$ cat src/alpha_id_config.svh
/* decode stage sizing: lane count, register file depth,
   datapath widths and the hard-wired zero register */
`ifndef ALPHA_ID_CONFIG_SVH
`define ALPHA_ID_CONFIG_SVH

// decode lanes per fetch bundle
`define ID_WIDTH 2

// architectural integer registers
`define NUM_REGS 32
`define XLEN     64  // register data width
`define PC_W     64  // next-pc width

// r31 always reads zero, writes to it vanish
`define ZERO_REG 31

`endif

$ cat src/alpha_id_pkg.sv
/* opcodes, alpha function codes, alu and operand selects,
   and the three-view union over one instruction word */
`default_nettype none
`include "alpha_id_config.svh"

package alpha_id_pkg;

  localparam int IDX_W = $clog2(`NUM_REGS);
  localparam logic [IDX_W-1:0] ZERO_IDX = IDX_W'(`ZERO_REG);
  localparam logic [IDX_W-1:0] NO_DEST  = ZERO_IDX;  // dest of r31 means none

  //////////////////////////////////////////////////
  // major opcodes recognised by the decoder
  typedef enum logic [5:0] {
    OP_PAL   = 6'h00, OP_LDA  = 6'h08,
    OP_INTA  = 6'h10, OP_INTL = 6'h11, OP_INTS = 6'h12, OP_INTM = 6'h13,
    OP_JSR   = 6'h1a,  // jmp group, hint in disp[15:14]
    OP_LDQ   = 6'h29, OP_LDQ_L = 6'h2b, OP_STQ = 6'h2d, OP_STQ_C = 6'h2f,
    OP_BR    = 6'h30, OP_BSR  = 6'h34,
    OP_BLBC  = 6'h38, OP_BEQ  = 6'h39, OP_BLT  = 6'h3a, OP_BLE  = 6'h3b,
    OP_BLBS  = 6'h3c, OP_BNE  = 6'h3d, OP_BGE  = 6'h3e, OP_BGT  = 6'h3f
  } op_e;

  // 7-bit operate functions, values repeat across the four groups
  localparam logic [6:0] FN_ADDQ  = 7'h20, FN_SUBQ   = 7'h29, FN_CMPEQ  = 7'h2d;
  localparam logic [6:0] FN_CMPLT = 7'h4d, FN_CMPLE  = 7'h6d, FN_CMPULT = 7'h1d;
  localparam logic [6:0] FN_CMPULE = 7'h3d;
  localparam logic [6:0] FN_AND   = 7'h00, FN_BIC   = 7'h08, FN_BIS   = 7'h20;
  localparam logic [6:0] FN_ORNOT = 7'h28, FN_XOR   = 7'h40, FN_EQV   = 7'h48;
  localparam logic [6:0] FN_SRL   = 7'h34, FN_SLL   = 7'h39, FN_SRA   = 7'h3c;
  localparam logic [6:0] FN_MULQ  = 7'h20;

  // call_pal functions, low 26 bits of the word
  localparam logic [25:0] PAL_HALT  = 26'h0000000;
  localparam logic [25:0] PAL_CPUID = 26'h000003c;

  //////////////////////////////////////////////////
  // execute-side encodings
  typedef enum logic [4:0] {
    ALU_ADDQ, ALU_SUBQ, ALU_AND, ALU_BIC, ALU_BIS, ALU_ORNOT,
    ALU_XOR, ALU_EQV, ALU_SRL, ALU_SLL, ALU_SRA, ALU_MULQ,
    ALU_CMPEQ, ALU_CMPLT, ALU_CMPLE, ALU_CMPULT, ALU_CMPULE
  } alu_func_e;

  typedef enum logic [1:0] {
    OPA_REG, OPA_MEM_DISP, OPA_NPC, OPA_NOT_USED
  } opa_sel_e;

  typedef enum logic [2:0] {
    OPB_REG, OPB_LIT, OPB_MEM_DISP, OPB_BR_DISP, OPB_UBR_DISP
  } opb_sel_e;

  //////////////////////////////////////////////////
  // instruction word, one view per format
  typedef struct packed {
    logic [5:0]  opcode;
    logic [4:0]  ra;
    logic [4:0]  rb;
    logic [15:0] disp;
  } mem_fmt_t;

  typedef struct packed {
    logic [5:0] opcode;
    logic [4:0] ra;
    union packed {
      struct packed {
        logic [4:0] rb;
        logic [2:0] sbz;
      } r;                // register form
      logic [7:0] lit;    // literal form, same bits
    } b;
    logic       lit_flag;
    logic [6:0] func;
    logic [4:0] rc;
  } op_fmt_t;

  typedef struct packed {
    logic [5:0]  opcode;
    logic [4:0]  ra;
    logic [20:0] disp;  // longword displacement
  } br_fmt_t;

  typedef union packed {
    mem_fmt_t mem;
    op_fmt_t  op;
    br_fmt_t  br;
  } alpha_inst_u;

endpackage
`default_nettype wire

$ cat src/id_ex_reg.sv
/* id/ex register that captures every decoded lane with its operand
   values and clears the control bits of a bubble */
`timescale 1ns/1ns
`default_nettype none
`include "alpha_id_config.svh"

module id_ex_reg
  import alpha_id_pkg::*;
(
  input  wire                                    clock,
  input  wire                                    rst_n,
  input  wire                                    stall,
  input  wire                                    flush,
  input  wire  [`ID_WIDTH-1:0]                   id_valid,
  input  wire  [`ID_WIDTH-1:0][`PC_W-1:0]        id_npc,
  input  wire alpha_inst_u [`ID_WIDTH-1:0]       id_inst,
  input  wire opa_sel_e  [`ID_WIDTH-1:0]         id_opa_select,
  input  wire opb_sel_e  [`ID_WIDTH-1:0]         id_opb_select,
  input  wire alu_func_e [`ID_WIDTH-1:0]         id_alu_func,
  input  wire  [`ID_WIDTH-1:0]                   id_rd_mem, id_wr_mem, id_ldl_mem, id_stc_mem,
  input  wire  [`ID_WIDTH-1:0]                   id_cond_branch, id_uncond_branch,
  input  wire  [`ID_WIDTH-1:0]                   id_halt, id_cpuid, id_illegal,
  input  wire  [`ID_WIDTH-1:0][IDX_W-1:0]        id_dest_idx,
  input  wire  [`ID_WIDTH-1:0][`XLEN-1:0]        id_rega_value, id_regb_value,
  output logic [`ID_WIDTH-1:0]                   ex_valid,
  output logic [`ID_WIDTH-1:0][`PC_W-1:0]        ex_npc,
  output alpha_inst_u [`ID_WIDTH-1:0]            ex_inst,
  output opa_sel_e  [`ID_WIDTH-1:0]              ex_opa_select,
  output opb_sel_e  [`ID_WIDTH-1:0]              ex_opb_select,
  output alu_func_e [`ID_WIDTH-1:0]              ex_alu_func,
  output logic [`ID_WIDTH-1:0]                   ex_rd_mem, ex_wr_mem, ex_ldl_mem, ex_stc_mem,
  output logic [`ID_WIDTH-1:0]                   ex_cond_branch, ex_uncond_branch,
  output logic [`ID_WIDTH-1:0]                   ex_halt, ex_cpuid, ex_illegal,
  output logic [`ID_WIDTH-1:0][IDX_W-1:0]        ex_dest_idx,
  output logic [`ID_WIDTH-1:0][`XLEN-1:0]        ex_rega_value, ex_regb_value
);

  //////////////////////////////////////////////////
  // a bubble clears every control bit
  always_ff @(posedge clock or negedge rst_n) begin
    if (!rst_n) begin
      {ex_valid, ex_rd_mem, ex_wr_mem, ex_ldl_mem, ex_stc_mem, ex_cond_branch,
       ex_uncond_branch, ex_halt, ex_cpuid, ex_illegal} <= '0;
    end else if (flush) begin
      {ex_valid, ex_rd_mem, ex_wr_mem, ex_ldl_mem, ex_stc_mem, ex_cond_branch,
       ex_uncond_branch, ex_halt, ex_cpuid, ex_illegal} <= '0;   // flush beats stall
    end else if (!stall) begin
      {ex_valid, ex_rd_mem, ex_wr_mem, ex_ldl_mem, ex_stc_mem, ex_cond_branch,
       ex_uncond_branch, ex_halt, ex_cpuid, ex_illegal} <=
      {id_valid, id_rd_mem, id_wr_mem, id_ldl_mem, id_stc_mem, id_cond_branch,
       id_uncond_branch, id_halt, id_cpuid, id_illegal};
    end
  end

  // payload fields of each lane
  always_ff @(posedge clock) begin
    if (!stall) begin
      ex_npc        <= id_npc;
      ex_inst       <= id_inst;
      ex_opa_select <= id_opa_select;
      ex_opb_select <= id_opb_select;
      ex_alu_func   <= id_alu_func;
      ex_dest_idx   <= id_dest_idx;
      ex_rega_value <= id_rega_value;
      ex_regb_value <= id_regb_value;
    end
  end

endmodule
`default_nettype wire

$ cat config.mk
export PLATFORM = sky130hd
export DESIGN_NAME = id_ex_reg
export DESIGN_NICKNAME = d
export VERILOG_FILES = /design/src/alpha_id_pkg.sv /design/src/id_ex_reg.sv
export VERILOG_INCLUDE_DIRS = /design/src
export SDC_FILE = /design/constraint.sdc
export NUM_CORES = 1
export LEC_CHECK = 0
export BUFFER_PORTS_ARGS = -buffer_cell sky130_fd_sc_hd__buf_2
export CORE_AREA = 5 5 391 393
export CTS_CLUSTER_SIZE = 16
export DETAILED_ROUTE_END_ITERATION = 8
export DIE_AREA = 0 0 396 398
export GPL_ROUTABILITY_DRIVEN = 0
export GPL_TIMING_DRIVEN = 0
export PLACE_DENSITY = 0.32
export SLEW_MARGIN = 25
export SYNTH_ARGS = -nofsm -noshare
export SYNTH_HDL_FRONTEND = slang
export SYNTH_SLANG_ARGS = --single-unit
$ cat constraint.sdc
create_clock -name clock -period 1.43 [get_ports clock]
set_input_delay 0.0715 -clock clock [delete_from_list [all_inputs] [get_ports clock]]
set_output_delay 0.0715 -clock clock [all_outputs]
set_load 0.02 [all_outputs]
==> key figures <==
Drt
  – 1st-iter DRT viols: 588
  – Detailed Routing Iterations Pass 1: 4
  – Vias: 12100
  – Antenna Violating Nets Remaining: 0
  – WL per Instance: 20.65 um
  – DRC errors left: 0
  – Final wirelength: 85760 um
  – Via density: 2.913

Floorplan
  – Core area: 0.1491 mm^2
  – Starting density of the core: 0.1019
  – Die Wd: 396 um
  – Die footprint: 0.1576 mm^2
  – Die height: 398 um
  – Standard-cell row count: 142
  – IO Pins: 1000

Critical path
  – Startpoint Class: flip-flop
  – Setup CP Type: flip-flop to output port
  – Crit-path cells: buf_6
  – CP Max Fanout: 1
  – Setup crit end kind: output port
  – Slowest CP cell: edfxtp_1
  – CP max stage delay: 0.54 ns
  – Critical Path AT: 1.38 ns
  – CP Buf/Inv Count: 1
  – Crit path max-delay family: flip-flops
  – Worst endpoint required time: 1.36 ns

Placed design
  – Port Buf Inserts: 997
  – DP Cell Count: 3488
  – Post-Place Worst Slack: -0.4017 ns
  – HPWL Detailed: 68450 um

Logic synthesis
  – Post-synthesis cell area: 0.01519 mm^2
  – Synth Area in Compound Gates: 0
  – Post-synthesis adder-cell area fraction: 0
  – Largest cells by area after synthesis: edfxtp_1 94%, dfrtp_1 3.3%, mux2i_1 1.3%
  – Syn_nets: 1046
  – Top-area cell type share of the netlist area: 0.9448
  – Mean Syn Cell Area: 27.93 um^2
  – Post-synthesis mux area share: 0.01318
  – Synth Area in Simple Gates: 0.004942
  – Yosys top cell by area: edfxtp_1
  – Synthesized instance count: 544
  – Seq cells post-synth: 498
  – Largest family of logic cells by synthesized area: multiplexers
  – Yosys warnings: 0
  – Sequential cell area fraction in the yosys report: 0.9778
  – Synth cell types: 8
  – Post-synthesis xor/xnor area fraction: 0

Run
  – Maxcap violations: 0

Layout
  – Final net count: 2638
  – Final cell count without fillers: 4154
  – Most common cell after layout, fill and taps aside: buf_2
  – Synthesis-to-layout area growth: 100.3%
  – Layout cells sized above 1: 0.5055
  – Commonest cells after routing, fill and taps aside: 959 x buf_2, 520 x dlygate4sd3_1, 478 x edfxtp_1, 70 x clkbuf_16, 33 x buf_6

Clocking
  – Worst-path clk slew: 0.06 ns
  – Num CTS Buffers: 69
  – Root Buffer: clkbuf_16
  – H-tree Lvls: 3
  – Longest Clk Path Bufs: 3
  – Clock sinks: 498
  – Clk Latency, worst-skew pair: 0.62 ns
  – CTS tree: built

STA
  – Fin crit share: 1.014
  – Max Slew Vio Count: 0
  – Setup TNS: -0.02047 ns
  – Setup WS post-layout: -0.02047 ns
  – Setup Skew: 0 ns
  – RSZ-0062 raised after global routing: true
  – Relative slew slack: 0.4289
  – Final hold vios: 0
  – Worst-Margin Slew: 0.8567 ns
  – Setup Viol. Count Final: 1
  – Fmax: 0.6894 GHz
  – Smallest hold slack: 0.08236 ns
  – Post-route minimum period: 1.450 ns

Power
  – Switching fraction of total power: 0.2642
  – Gate power share: 0.136
  – Power Density: 1323 mW/mm^2
  – Sequential share of power: 0.440
  – Cell Int Power: 0.02963 W
  – Pwr Total: 0.04027 W
  – Leak Pwr: 12.42 nW
  – Clk network pwr share: 0.424
  – Net Switching: 0.01064 W
  – Peak supply drop: 0.9191 mV

Run status
  – Status: complete, but fails checks
  – Failing checks: setup timing

Global routing
  – Vias in the first global route: 13740
  – First-pass GRT wire length: 112000 um
  – Initial antenna violation count: 47
  – Largest net degree at the start of global routing: 138
  – GRT Total Usage: 0.1033
  – Overflow after GRT: 0

Hold path
  – Min-delay worst type: input port to asynchronous set/reset pin
-- state kept, by name (all words and copies together) (netlist names) --
register	cells
ex_illegal	2
ex_regb_value	128
ex_opa_select	4
ex_uncond_branch	2
ex_cond_branch	2
ex_rega_value	128
ex_halt	2
ex_ldl_mem	2
ex_wr_mem	2
ex_npc	128
ex_inst	64
ex_dest_idx	10
ex_opb_select	6
ex_cpuid	2
ex_rd_mem	2
ex_stc_mem	2
ex_alu_func	10
ex_valid	2
-- final cells by class --
| class | count | area, um^2 |
|---|---|---|
| Sequential cell | 498 | 14850 |
| Buffer | 5 | 62.56 |
| Timing Repair Buffer | 1521 | 10500 |
| Multi-Input combinational cell | 40 | 275.3 |
| Clock buffer | 83 | 1810 |
| Tap cell | 1944 | 2432 |
| Inverter | 1 | 20.02 |
| Clock inverter | 40 | 416.7 |
| Antenna cell | 22 | 55.05 |
| Fill cell | 15950 | 118600 |
-- power groups by stage --
stage               clock (W)  combinational, W  sequential, W
floorplan                   0          0.000272         0.0194
global placement            0           0.00418         0.0180
detailed placement          0           0.00422         0.0180
CTS                    0.0179           0.00563         0.0177
global route           0.0185           0.00585         0.0178
finish                 0.0171           0.00547         0.0177
-- worst register-to-register path, delay by kind of cell, from the launching register on --
family,cells,cell delay (ns)
flip-flops,1,0.40
AND/OR/NAND/NOR,1,0.04
multiplexers,1,0.16
buffers and inverters,1,0.58
-- path summary, 6_finish.rpt --
check	endpoint	startpoint	cells past startpoint	slack (ns)
min in group clock	ex_regb_value[21]$_DFFE_PN_	stall	3	0.09
max in group asynchronous	ex_cond_branch[0]$_DFFE_PN0P_	rst_n	3	0.99
hold reg to reg	ex_cpuid[0]$_DFFE_PN0P_	ex_cpuid[0]$_DFFE_PN0P_	3	1.06
hold / removal	ex_cpuid[0]$_DFFE_PN0P_	rst_n	3	0.08
setup / recovery	ex_npc[92]	ex_npc[92]$_DFFE_PN_	1	-0.02
setup reg to reg	ex_valid[1]$_DFFE_PN0P_	ex_valid[1]$_DFFE_PN0P_	3	0.12
-- kinds of logic after synthesis --
logic type / after synthesis
buffers and inverters: 6
flip-flops: 498
multiplexers: 20
AND/OR/NAND/NOR: 20
-- through the flow --
| step | utilization | area [um^2] |
|---|---|---|
| floorplan | - | 15210 |
| global placement | 0.1518 | 22630 |
| detailed placement | 0.1524 | 22720 |
| CTS | 0.2038 | 30370 |
| global route | 0.2040 | 30410 |
| finish | 0.2041 | 30430 |
-- cell usage after synthesis --
library cell	number
clkbuf_1	2
mux2i_1	20
dfrtp_1	20
buf_12	2
inv_2	1
nor2_1	20
buf_6	1
edfxtp_1	478
-- metal layers --
| metal | global-route usage | wire (um) |
|---|---|---|
| met3 | 0.06575 | 11940 |
| met1 | 0.1030 | 28830 |
| met4 | 0.03898 | 2827 |
| met2 | 0.1737 | 42110 |
| met5 | 0 | 48 |
-- repair_timing --
item / CTS / global route
endpoints found under the setup margin: 38 / 27
gates resized for setup: 70 / 2
hold endpoints to repair: 518 / 0
buffers inserted: 0 / 0
hold buffers: 521 / 0
(Power assumes the default switching activity.)
