### config.mk
export PLATFORM = sky130hd
export DESIGN_NAME = inst_decoder
export DESIGN_NICKNAME = d
export VERILOG_FILES = /design/src/alpha_id_pkg.sv /design/src/inst_decoder.sv
export VERILOG_INCLUDE_DIRS = /design/src
export SDC_FILE = /design/constraint.sdc
export NUM_CORES = 1
export LEC_CHECK = 0
export BUFFER_PORTS_ARGS = -buffer_cell sky130_fd_sc_hd__buf_2
export CAP_MARGIN = 40
export CORE_ASPECT_RATIO = 0.9
export CORE_UTILIZATION = 49
export DETAILED_ROUTE_END_ITERATION = 10
export PLACE_DENSITY = 0.91
export SYNTH_ARGS = -nofsm -noshare
export SYNTH_HDL_FRONTEND = slang
export SYNTH_SLANG_ARGS = --single-unit
### constraint.sdc
create_clock -name vclk -period 6.23
set_clock_uncertainty 0.2 [all_clocks]
set_input_delay 1.246 -clock vclk [all_inputs]
set_output_delay 1.246 -clock vclk [all_outputs]
set_load 0.02 [all_outputs]
### src/alpha_id_config.svh
/* decode stage sizing: lane count, register file depth,
   datapath widths and the hard-wired zero register */
`ifndef ALPHA_ID_CONFIG_SVH
`define ALPHA_ID_CONFIG_SVH

// decode lanes per fetch bundle
`define ID_WIDTH 2

// architectural integer registers
`define NUM_REGS 32
`define XLEN     64  // register data width
`define PC_W     64  // next-pc width

// r31 always reads zero, writes to it vanish
`define ZERO_REG 31

`endif

### src/alpha_id_pkg.sv
/* opcodes, alpha function codes, alu and operand selects,
   and the three-view union over one instruction word */
`default_nettype none
`include "alpha_id_config.svh"

package alpha_id_pkg;

  localparam int IDX_W = $clog2(`NUM_REGS);
  localparam logic [IDX_W-1:0] ZERO_IDX = IDX_W'(`ZERO_REG);
  localparam logic [IDX_W-1:0] NO_DEST  = ZERO_IDX;  // dest of r31 means none

  //////////////////////////////////////////////////
  // major opcodes recognised by the decoder
  typedef enum logic [5:0] {
    OP_PAL   = 6'h00, OP_LDA  = 6'h08,
    OP_INTA  = 6'h10, OP_INTL = 6'h11, OP_INTS = 6'h12, OP_INTM = 6'h13,
    OP_JSR   = 6'h1a,  // jmp group, hint in disp[15:14]
    OP_LDQ   = 6'h29, OP_LDQ_L = 6'h2b, OP_STQ = 6'h2d, OP_STQ_C = 6'h2f,
    OP_BR    = 6'h30, OP_BSR  = 6'h34,
    OP_BLBC  = 6'h38, OP_BEQ  = 6'h39, OP_BLT  = 6'h3a, OP_BLE  = 6'h3b,
    OP_BLBS  = 6'h3c, OP_BNE  = 6'h3d, OP_BGE  = 6'h3e, OP_BGT  = 6'h3f
  } op_e;

  // 7-bit operate functions, values repeat across the four groups
  localparam logic [6:0] FN_ADDQ  = 7'h20, FN_SUBQ   = 7'h29, FN_CMPEQ  = 7'h2d;
  localparam logic [6:0] FN_CMPLT = 7'h4d, FN_CMPLE  = 7'h6d, FN_CMPULT = 7'h1d;
  localparam logic [6:0] FN_CMPULE = 7'h3d;
  localparam logic [6:0] FN_AND   = 7'h00, FN_BIC   = 7'h08, FN_BIS   = 7'h20;
  localparam logic [6:0] FN_ORNOT = 7'h28, FN_XOR   = 7'h40, FN_EQV   = 7'h48;
  localparam logic [6:0] FN_SRL   = 7'h34, FN_SLL   = 7'h39, FN_SRA   = 7'h3c;
  localparam logic [6:0] FN_MULQ  = 7'h20;

  // call_pal functions, low 26 bits of the word
  localparam logic [25:0] PAL_HALT  = 26'h0000000;
  localparam logic [25:0] PAL_CPUID = 26'h000003c;

  //////////////////////////////////////////////////
  // execute-side encodings
  typedef enum logic [4:0] {
    ALU_ADDQ, ALU_SUBQ, ALU_AND, ALU_BIC, ALU_BIS, ALU_ORNOT,
    ALU_XOR, ALU_EQV, ALU_SRL, ALU_SLL, ALU_SRA, ALU_MULQ,
    ALU_CMPEQ, ALU_CMPLT, ALU_CMPLE, ALU_CMPULT, ALU_CMPULE
  } alu_func_e;

  typedef enum logic [1:0] {
    OPA_REG, OPA_MEM_DISP, OPA_NPC, OPA_NOT_USED
  } opa_sel_e;

  typedef enum logic [2:0] {
    OPB_REG, OPB_LIT, OPB_MEM_DISP, OPB_BR_DISP, OPB_UBR_DISP
  } opb_sel_e;

  //////////////////////////////////////////////////
  // instruction word, one view per format
  typedef struct packed {
    logic [5:0]  opcode;
    logic [4:0]  ra;
    logic [4:0]  rb;
    logic [15:0] disp;
  } mem_fmt_t;

  typedef struct packed {
    logic [5:0] opcode;
    logic [4:0] ra;
    union packed {
      struct packed {
        logic [4:0] rb;
        logic [2:0] sbz;
      } r;                // register form
      logic [7:0] lit;    // literal form, same bits
    } b;
    logic       lit_flag;
    logic [6:0] func;
    logic [4:0] rc;
  } op_fmt_t;

  typedef struct packed {
    logic [5:0]  opcode;
    logic [4:0]  ra;
    logic [20:0] disp;  // longword displacement
  } br_fmt_t;

  typedef union packed {
    mem_fmt_t mem;
    op_fmt_t  op;
    br_fmt_t  br;
  } alpha_inst_u;

endpackage
`default_nettype wire

### src/inst_decoder.sv
/* one decode lane: instruction word to alu controls,
   memory and branch flags, and register indices */
`timescale 1ns/1ns
`default_nettype none

module inst_decoder
  import alpha_id_pkg::*;
(
  input  wire               valid,
  input  wire alpha_inst_u  inst,
  output opa_sel_e          opa_select,
  output opb_sel_e          opb_select,
  output alu_func_e         alu_func,
  output logic              rd_mem,
  output logic              wr_mem,
  output logic              ldl_mem,        // load-locked
  output logic              stc_mem,        // store-conditional
  output logic              cond_branch,
  output logic              uncond_branch,
  output logic              halt,
  output logic              cpuid,
  output logic              illegal,
  output logic [IDX_W-1:0]  dest_idx,
  output logic [IDX_W-1:0]  rega_idx,       // read port a
  output logic [IDX_W-1:0]  regb_idx,       // read port b
  output logic              dec_valid
);

  logic        bad;       // opcode or function not recognised
  logic [25:0] pal_func;

  assign pal_func = {inst.mem.ra, inst.mem.rb, inst.mem.disp};

  always_comb begin
    opa_select = OPA_NOT_USED;
    opb_select = OPB_REG;
    alu_func   = ALU_ADDQ;
    {rd_mem, wr_mem, ldl_mem, stc_mem} = '0;
    {cond_branch, uncond_branch, halt, cpuid} = '0;
    dest_idx   = NO_DEST;
    rega_idx   = inst.op.ra;      // operate view by default
    regb_idx   = inst.op.b.r.rb;
    bad        = 1'b0;

    case (inst.mem.opcode)
      OP_PAL: begin
        halt  = (pal_func == PAL_HALT);
        cpuid = (pal_func == PAL_CPUID);
        bad   = !(halt || cpuid);
      end

      //////////////////////////////////////////////////
      // memory format, base rb goes out on port a
      OP_LDA, OP_LDQ, OP_LDQ_L: begin
        opa_select = OPA_REG;
        opb_select = OPB_MEM_DISP;
        rega_idx   = inst.mem.rb;
        dest_idx   = inst.mem.ra;
        rd_mem     = (inst.mem.opcode != OP_LDA);   // lda only forms the address
        ldl_mem    = (inst.mem.opcode == OP_LDQ_L);
      end
      OP_STQ, OP_STQ_C: begin
        opa_select = OPA_REG;
        opb_select = OPB_MEM_DISP;
        rega_idx   = inst.mem.rb;
        regb_idx   = inst.mem.ra;                   // store data on port b
        wr_mem     = 1'b1;
        stc_mem    = (inst.mem.opcode == OP_STQ_C);
      end

      //////////////////////////////////////////////////
      // operate format, group from opcode[1:0]
      OP_INTA, OP_INTL, OP_INTS, OP_INTM: begin
        opa_select = OPA_REG;
        opb_select = inst.op.lit_flag ? OPB_LIT : OPB_REG;
        regb_idx   = inst.op.lit_flag ? ZERO_IDX : inst.op.b.r.rb;
        dest_idx   = inst.op.rc;
        case ({inst.op.opcode[1:0], inst.op.func})
          {2'd0, FN_ADDQ}:   alu_func = ALU_ADDQ;
          {2'd0, FN_SUBQ}:   alu_func = ALU_SUBQ;
          {2'd0, FN_CMPEQ}:  alu_func = ALU_CMPEQ;
          {2'd0, FN_CMPLT}:  alu_func = ALU_CMPLT;
          {2'd0, FN_CMPLE}:  alu_func = ALU_CMPLE;
          {2'd0, FN_CMPULT}: alu_func = ALU_CMPULT;
          {2'd0, FN_CMPULE}: alu_func = ALU_CMPULE;
          {2'd1, FN_AND}:    alu_func = ALU_AND;
          {2'd1, FN_BIC}:    alu_func = ALU_BIC;
          {2'd1, FN_BIS}:    alu_func = ALU_BIS;
          {2'd1, FN_ORNOT}:  alu_func = ALU_ORNOT;
          {2'd1, FN_XOR}:    alu_func = ALU_XOR;
          {2'd1, FN_EQV}:    alu_func = ALU_EQV;
          {2'd2, FN_SRL}:    alu_func = ALU_SRL;
          {2'd2, FN_SLL}:    alu_func = ALU_SLL;
          {2'd2, FN_SRA}:    alu_func = ALU_SRA;
          {2'd3, FN_MULQ}:   alu_func = ALU_MULQ;
          default:           bad = 1'b1;
        endcase
      end

      // jmp only, jsr / ret / coroutine hints are not decoded
      OP_JSR: begin
        bad           = (inst.mem.disp[15:14] != 2'b00);
        alu_func      = ALU_AND;        // execute masks rb with ~3 on side a
        dest_idx      = inst.mem.ra;
        uncond_branch = 1'b1;
      end

      //////////////////////////////////////////////////
      // branch format, target = npc + 4*disp
      OP_BR, OP_BSR: begin
        opa_select    = OPA_NPC;
        opb_select    = OPB_UBR_DISP;
        regb_idx      = ZERO_IDX;
        dest_idx      = inst.br.ra;     // link register
        uncond_branch = 1'b1;
      end
      OP_BLBC, OP_BEQ, OP_BLT, OP_BLE, OP_BLBS, OP_BNE, OP_BGE, OP_BGT: begin
        opa_select  = OPA_NPC;
        opb_select  = OPB_BR_DISP;
        rega_idx    = inst.br.ra;       // tested value
        regb_idx    = ZERO_IDX;
        cond_branch = 1'b1;
      end
      default: bad = 1'b1;
    endcase

    // bubbles and unknown words must never act downstream
    if (!valid || bad) begin
      {rd_mem, wr_mem, ldl_mem, stc_mem} = '0;
      {cond_branch, uncond_branch, halt, cpuid} = '0;
      dest_idx = NO_DEST;
    end
    illegal   = valid && bad;
    dec_valid = valid && !bad;
  end

endmodule
`default_nettype wire

==> results.py, run 1 <==
metrics = {
    "global_route": {
        "antenna_found_initial": 0,
        "overflow": 0,
        "grt_pass1_wl_mm": 5.35,
        "track_usage_pct": 29.1,
        "grt_pass1_vias": 1248,
        "grt_start_max_net_pins": 18,
    },
    "die": {
        "core_sq_um": 1970,
        "ioPinCount": 68,
        "die_y_um": 46.1,
        "dieWidth_um": 51.0,
        "dieArea_sq_um": 2350,
        "start_util_pct": 53.8,
        "rows": 15,
    },
    "sta": {
        "max_slew.worst_pin.slew_ns": 0.653,
        "finalHoldViolCount": 0,
        "drv_slew": 0,
        "hold_slack_ns": 2.67,
        "relSlewSlack_pct": 56.0,
        "rsz0062_at_grt": "no",
        "max_freq_ghz": 0.220,
        "finalCritPeriodShare_pct": 73.1,
        "finalCriticalPeriod_ns": 4.55,
        "final.setup.tns_ns": 0,
        "fin_ws_ns": 1.68,
        "setup_violations": 0,
    },
    "yosys": {
        "synthAdderAreaFrac_pct": 0,
        "synth_area_per_cell_sq_um": 6.75,
        "synth-xor-area-share_pct": 1.65,
        "postSynthCellCount": 157,
        "synth_nets": 190,
        "synth_mux_area_share_pct": 5.31,
        "synth_top_cells_by_count": "nand2_1, nor2_1, nor2b_1, nor3_1",
        "synth_compound_area_share_pct": 30.7,
        "yosysWarningCount": 0,
        "synth_area_leaders": "nand2_1, mux2_2, a221o_1",
        "synthDominantCellAreaShare_pct": 6.38,
        "ys_seq_area_share_pct": 0,
        "synth.largest_area_cell": "nand2_1",
        "synth_cell_types": 55,
        "synth_simple_gate_area_share_pct": 54.1,
        "synth_most_common_cell": "nand2_1",
        "synth_area_sq_um": 1060,
        "synth_top_family_by_area": "simple AND/OR/NAND/NOR gates",
    },
    "final_layout": {
        "diodes": 0,
        "finalNetCount": 250,
        "postLayoutCoreUtil_pct": 68.8,
        "drive_gt1_share_pct": 43.3,
        "area_growth_pct": 27.9,
        "regArea_sq_um": 0,
        "clock_buffer_count": 0,
        "seq_cell_count": 0,
    },
    "detailed_routing": {
        "wire_per_inst_um": 14.2,
        "via_count": 1527,
        "first_pass_iters": 4,
        "routed_via_density": 6.36,
        "ant_nets": 0,
        "wl_mm": 3.41,
        "drt_iter0_markers": 71,
        "drc_errors": 0,
    },
    "place": {
        "io_buffers": 68,
        "dpl_worst_slack_ns": 1.72,
        "gp_congestion": 0.937,
        "place_hpwl_mm": 2.68,
    },
    "outcome": {
        "status": "completed",
    },
    "pwr": {
        "p_sw_share_pct": 62.4,
        "p_comb_share_pct": 100.0,
        "peakVddDrop_mv": 0.0418,
        "power.share.sequential_pct": 0,
        "p_leak_nw": 0.615,
        "power.density_nw_per_um2": 60.8,
        "p_int_mw": 0.0310,
        "switchingPower_mw": 0.0515,
        "clkPwrFrac_pct": 0,
    },
    "critical_path": {
        "cp.depth": 8,
        "cp-end-kind": "output port",
        "critPathBufInv": 2,
        "crit_type": "input port to output port",
        "worstPathRequired_ns": 4.78,
        "crit_slowest_cell": "nor4_1",
        "cp-start-kind": "input port",
        "path_cells": "buf_2 -> nor4_1 -> nand4_1 -> o31ai_2 -> o2111a_2 -> o211ai_2 -> a221o_1 -> buf_2",
        "critical-path-top-delay-family": "compound AO/OA/AOI/OAI gates",
        "crit_top_cell": "buf_2",
        "crit_arrival_ns": 3.11,
        "cp_slowest_stage_delay_ns": 0.35,
        "crit_path_max_fanout": 5,
    },
    "hold_path": {
        "hold_path_startpoint": "inst[0]",
        "holdPathEnd": "dest_idx[0]",
        "hold_class": "input port to output port",
        "hold_depth": 3,
    },
    "run": {
        "drv_cap": 0,
    },
    "clocking": {
        "cts_resized": 0,
        "post_cts.repair.setup_buffers": 0,
        "postCtsHoldBufs": 0,
    },
}
metrics by stage:
step / total power, mW / instances / cell area (sq um)
floorplan: 0.0526 / 157 / 1060
global route: 0.0895 / 240 / 1360
CTS: 0.0812 / 240 / 1360
finish: 0.0825 / 240 / 1360
detailed placement: 0.0809 / 240 / 1360
global placement: 0.0802 / 240 / 1360
routing by layer:
layer	up-vias	part of all wire [%]	global-route usage (%)
met5	-	0	0
met4	0	0.12	2.22
met3	2	9.5	1.32
met2	105	47	52.4
met1	690	43	39.9
li1	730	-	-
final cells by class:
class              instances  area, sq um
fillers                  192          616
repair buffers            68          340
well taps                 25         31.3
inverters                  3         11.3
multi-input cells        144          972
kinds of logic after synthesis:
logic type      Yosys count
compound gates           42
xor+xnor                  2
buf+inv                  13
mux                       5
simple gates             95
worst max-delay path by stage:
stage	from	endpoint	slack [ns]
6_report	inst[25]	dest_idx[3]	1.68
5_1_grt	inst[25]	dest_idx[2]	1.58
4_1_cts	inst[25]	dest_idx[3]	1.72
3_5_place_dp	inst[25]	dest_idx[3]	1.72
3_3_place_gp	inst[26]	dest_idx[2]	1.76
2_1_floorplan	inst[7]	illegal	1.93
power by group through the flow:
stage,logic [mW],clock network [mW],registers (mW)
after floorplan,0.0526,0,0
after global placement,0.0802,0,0
after detailed placement,0.0809,0,0
after CTS,0.0812,0,0
after global routing,0.0895,0,0
final,0.0825,0,0
cell usage in the layout, fill, tap and decap left out, types with 2 or more instances in the layout:
cell type   n
a31oi_1     3
nor2b_1     8
o21ai_0     6
nand3b_1    2
a221o_1     5
o211ai_1    2
nand2b_1    2
nor4_1      6
nor4_2      2
inv_1       3
mux2_2      5
and3_1      4
a22oi_1     5
and2_4      2
nor3_1      8
o21a_1      3
nor4b_1     3
nor3b_1     2
and2_1      4
nor2_2      2
or2_2       2
buf_2      68
a21oi_1     6
nand3_1     3
nand4_1     4
nor2_1     11
nand2_1    18
Power figures use the tool's default switching activity.
==> inputs of run 2 (changes only) <==
CORE_UTILIZATION = 45   (was 49)
PLACE_DENSITY = 0.84   (was 0.91)
clock period = 4.4 ns   (was 6.23 ns; I/O delays follow)
==> run 2 against run 1 <==
Combinational power up 41%. Wire length fell by 2.8%. Via count shrank 4.5%. Final area is 0.18% higher. Core utilization down 7.1 points. Largest cell class unchanged. First-iteration DRC count fell by 44%. Count of clock-buffer cells in the layout stayed put. Sequential cell count unchanged. Worst hold slack worse by 0.74 ns.
==> results.py, run 2 (synthesized netlist as in run 1, its figures left out) <==
metrics = {
    "die": {
        "dieWidth_um": 53.2,
        "die_y_um": 48.0,
        "core_sq_um": 2200,
        "rows": 16,
        "dieArea_sq_um": 2550,
        "ioPinCount": 68,
        "start_util_pct": 48.1,
    },
    "global_route": {
        "grt_pass1_vias": 1202,
        "overflow": 0,
        "grt_pass1_wl_mm": 5.21,
        "track_usage_pct": 26.8,
        "antenna_found_initial": 0,
        "grt_start_max_net_pins": 18,
    },
    "sta": {
        "finalCritPeriodShare_pct": 86.5,
        "drv_slew": 0,
        "finalCriticalPeriod_ns": 3.81,
        "relSlewSlack_pct": 56.1,
        "hold_slack_ns": 1.92,
        "finalHoldViolCount": 0,
        "max_slew.worst_pin.slew_ns": 0.652,
        "rsz0062_at_grt": "no",
        "max_freq_ghz": 0.263,
        "final.setup.tns_ns": 0,
        "setup_violations": 0,
    },
    "critical_path": {
        "crit_arrival_ns": 2.73,
        "worstPathRequired_ns": 3.32,
        "cp-start-kind": "input port",
        "crit_type": "input port to output port",
        "crit_path_max_fanout": 17,
        "cp-end-kind": "output port",
    },
    "detailed_routing": {
        "wl_mm": 3.31,
        "routed_via_density": 6.02,
        "wl_met3_um": 221,
        "first_pass_iters": 4,
        "drt_iter0_markers": 40,
        "wire_per_inst_um": 13.7,
        "via_count": 1458,
        "drc_errors": 0,
        "wl_met2_mm": 1.59,
        "met1_length_mm": 1.50,
        "ant_nets": 0,
        "top_layer": "met3",
    },
    "final_layout": {
        "finalNetCount": 250,
        "regArea_sq_um": 0,
        "n_fill_cell": 215,
        "drive_gt1_share_pct": 43.3,
        "stdcell_area_sq_um": 1360,
        "diodes": 0,
        "area_growth_pct": 28.1,
        "postLayoutCoreUtil_pct": 61.6,
        "final_cell_mix": "buf_2, nand2_1, nor2_1, nor2b_1, nor3_1",
        "fin_cells": 242,
        "seq_cell_count": 0,
        "clock_buffer_count": 0,
        "mostFrequentLayoutCell": "buf_2",
    },
    "place": {
        "place_hpwl_mm": 2.66,
        "placed_cells": 242,
        "io_buffers": 68,
        "dpl_cell_area_sq_um": 1360,
        "gp_congestion": 0.892,
    },
    "hold_path": {
        "hold_class": "input port to output port",
    },
    "pwr": {
        "peakVddDrop_mv": 0.0649,
        "power.density_nw_per_um2": 85.1,
        "p_leak_nw": 0.615,
    },
    "clocking": {
        "post_cts.repair.setup_buffers": 0,
        "cts_resized": 0,
        "postCtsHoldBufs": 0,
    },
    "outcome": {
        "status": "completed",
    },
    "run": {
        "drv_cap": 0,
    },
}
[run 2: final cells by class]
| type | instances | area (sq um) | share of cell area [%] |
|---|---|---|---|
| multi-input cells | 144 | 972 | 71.6 |
| repair buffers | 68 | 340 | 25.1 |
| well taps | 27 | 33.8 | 2.49 |
| inverters | 3 | 11.3 | 0.829 |
[run 2: layer usage]
layer | track usage (%) | vias up
met5 | 0 | -
met4 | 1.58 | 0
met3 | 1.59 | 0
met2 | 49.1 | 57
met1 | 36.3 | 672
li1 | - | 729
[run 2: critical path: stages]
cell	delay (ns)
buf_2	0.24
or3b_1	0.43
nor4_2	0.25
and2b_4	0.21
or4_4	0.13
o211ai_2	0.12
a221o_1	0.30
buf_2	0.16
[run 2: stage by stage]
step	worst slack (ns)	total power [mW]
final	0.593	0.116
after global routing	0.486	0.126
after CTS	0.610	0.115
after detailed placement	0.625	0.114
after global placement	0.667	0.114
after floorplan	0.834	0.0745
[run 2: final timing paths]
path	slack (ns)	cells after the start	endpoint	startpoint
worst max-delay path	0.59	8	dest_idx[0]	inst[26]
worst min-delay path	1.92	3	dest_idx[1]	inst[1]
[run 2: where the power goes]
group          total (mW)  switching (mW)  leakage, nW  internal, mW
registers               0               0            0             0
logic               0.116          0.0717        0.615        0.0438
clock network           0               0            0             0
==> inputs of run 3 (changes only) <==
ABC_AREA = 1   (was not set)
CORE_UTILIZATION = 46   (was 45)
PLACE_DENSITY = 0.85   (was 0.84)
==> run 3 against run 2 <==
Maximum frequency up 7.1%. Global-route usage about the same. Sequential share of layout area unchanged. Non-clock buffer count grew 1. Final cell count is 33% higher. Worst setup slack better by 0.25 ns. Wire length increased by 4.1%. Combinational power up 5%. Synthesized area grew 3.4%. Via count is 13% higher. Count of clock-buffer cells in the layout stayed put. Core utilization rose by 3.6 points. Largest cell class unchanged.
==> results.py, run 3 <==
metrics = {
    "yosys": {
        "synthAdderAreaFrac_pct": 0,
        "ys_seq_area_share_pct": 0,
        "synth_area_sq_um": 1100,
        "synthDominantCellAreaShare_pct": 22.3,
        "synth_most_common_cell": "nor2_1",
        "synth_cell_types": 23,
        "synth_area_per_cell_sq_um": 4.81,
        "yosysWarningCount": 0,
        "synth_area_leaders": "nor2_1, nand2_1, nand3_1",
        "synth_nets": 261,
        "synth.largest_area_cell": "nor2_1",
        "synth_mux_area_share_pct": 0,
        "synth-xor-area-share_pct": 0,
        "synth_top_family_by_area": "simple AND/OR/NAND/NOR gates",
        "postSynthCellCount": 228,
        "synth_top_cells_by_count": "nor2_1, nand2_1, inv_1",
        "synth_simple_gate_area_share_pct": 76.6,
        "synth_compound_area_share_pct": 9.25,
    },
    "final_layout": {
        "mostFrequentLayoutCell": "buf_2",
        "area_growth_pct": 32.3,
        "finalNetCount": 329,
        "diodes": 0,
        "seq_cell_count": 0,
        "drive_gt1_share_pct": 31.0,
        "regArea_sq_um": 0,
        "clock_buffer_count": 0,
        "stdcell_area_sq_um": 1450,
        "final_cell_mix": "buf_2, nor2_1, nand2_1, inv_1, nand3_1",
        "fin_cells": 321,
    },
    "detailed_routing": {
        "drc_errors": 0,
        "first_pass_iters": 4,
        "routed_via_density": 5.15,
        "wl_mm": 3.45,
        "via_count": 1652,
        "wire_per_inst_um": 10.7,
        "drt_iter0_markers": 83,
        "ant_nets": 0,
    },
    "clocking": {
        "postCtsHoldBufs": 0,
        "cts_resized": 0,
        "post_cts.repair.setup_buffers": 0,
    },
    "die": {
        "dieWidth_um": 53.5,
        "dieArea_sq_um": 2580,
        "core_sq_um": 2220,
        "die_y_um": 48.3,
        "ioPinCount": 68,
        "start_util_pct": 49.3,
        "rows": 16,
    },
    "critical_path": {
        "cp-end-kind": "output port",
        "crit_top_cell": "nor2_1",
        "critPathBufInv": 3,
        "crit_slowest_cell": "nor2_1",
        "critical-path-top-delay-family": "simple AND/OR/NAND/NOR gates",
        "crit_arrival_ns": 2.48,
        "cp_slowest_stage_delay_ns": 0.21,
        "cp-start-kind": "input port",
        "path_cells": "buf_2 -> nor2_1 -> nand3_1 -> nand2_1 -> nor2_1 -> buf_4 -> nand3_1 -> nand2_2 -> nor2_8 -> nand3_4 -> nor2_1 -> buf_2",
        "worstPathRequired_ns": 3.32,
        "crit_path_max_fanout": 11,
        "crit_type": "input port to output port",
    },
    "global_route": {
        "antenna_found_initial": 0,
        "grt_pass1_vias": 1331,
        "grt_start_max_net_pins": 12,
        "overflow": 0,
        "track_usage_pct": 26.8,
        "grt_pass1_wl_mm": 5.53,
    },
    "sta": {
        "rsz0062_at_grt": "no",
        "relSlewSlack_pct": 77.2,
        "final.setup.tns_ns": 0,
        "max_slew.worst_pin.slew_ns": 0.339,
        "max_freq_ghz": 0.281,
        "drv_slew": 0,
        "finalHoldViolCount": 0,
        "finalCriticalPeriod_ns": 3.56,
        "finalCritPeriodShare_pct": 80.8,
        "setup_violations": 0,
    },
    "outcome": {
        "status": "completed",
    },
    "place": {
        "io_buffers": 68,
        "dpl_cell_area_sq_um": 1450,
        "placed_cells": 321,
        "gp_congestion": 0.968,
        "place_hpwl_mm": 2.92,
    },
    "hold_path": {
        "holdPathEnd": "rega_idx[4]",
        "hold_depth": 4,
        "hold_class": "input port to output port",
        "hold_path_startpoint": "inst[25]",
    },
    "pwr": {
        "peakVddDrop_mv": 0.0830,
        "p_leak_nw": 0.880,
        "power.density_nw_per_um2": 84.0,
    },
    "run": {
        "drv_cap": 0,
    },
}
## run 3: stage by stage
stage          hold WS (ns)  util, %  power [mW]  worst slack (ns)
5_1_grt                1.96     65.3       0.134             0.744
6_report               1.91     65.3       0.122             0.844
2_1_floorplan          1.74        -      0.0768              1.08
3_3_place_gp           1.89     65.3       0.119             0.910
4_1_cts                1.91     65.3       0.121             0.877
3_5_place_dp           1.91     65.3       0.120             0.881
## run 3: worst min-delay path, delay by kind of cell
kind            cells  cell delay, ns
compound gates      1            0.06
buf+inv             2            0.25
simple gates        1            0.05
## run 3: cell families (layout without fill, tap and decap cells)
family | Yosys count | count (layout)
and+or+nand+nor | 176 | 176
AOI/OAI and AO/OA | 15 | 15
buffers and inverters | 37 | 103
## run 3: how the worst max path moves through the flow
stage / startpoint / to / slack, ns / cells past startpoint
after detailed placement: inst[31] / rd_mem / 0.88 / 12
after global routing: inst[26] / ldl_mem / 0.74 / 13
final: inst[31] / rd_mem / 0.84 / 12
after floorplan: inst[26] / opa_select[0] / 1.08 / 9
after CTS: inst[27] / rd_mem / 0.88 / 13
after global placement: inst[26] / uncond_branch / 0.91 / 13
## run 3: where the power goes
part / leakage [nW] / internal, mW / switching [mW]
Clock: 0 / 0 / 0
Sequential: 0 / 0 / 0
Combinational: 0.880 / 0.0408 / 0.0810
## run 3: metal layers
metal  vias to the layer above  GRT usage, %  wire [um]
met5                         -             0          0
met4                         0         0.439          0
met3                         0         0.943        252
met2                        81          43.8       1560
met1                       706          40.3       1640
li1                        865             -          -
## run 3: cell type report
class | instances | area [sq um]
fill | 247 | 772
inverter | 34 | 128
multi-input combinational | 191 | 941
tap | 27 | 33.8
timing repair buffer | 69 | 348
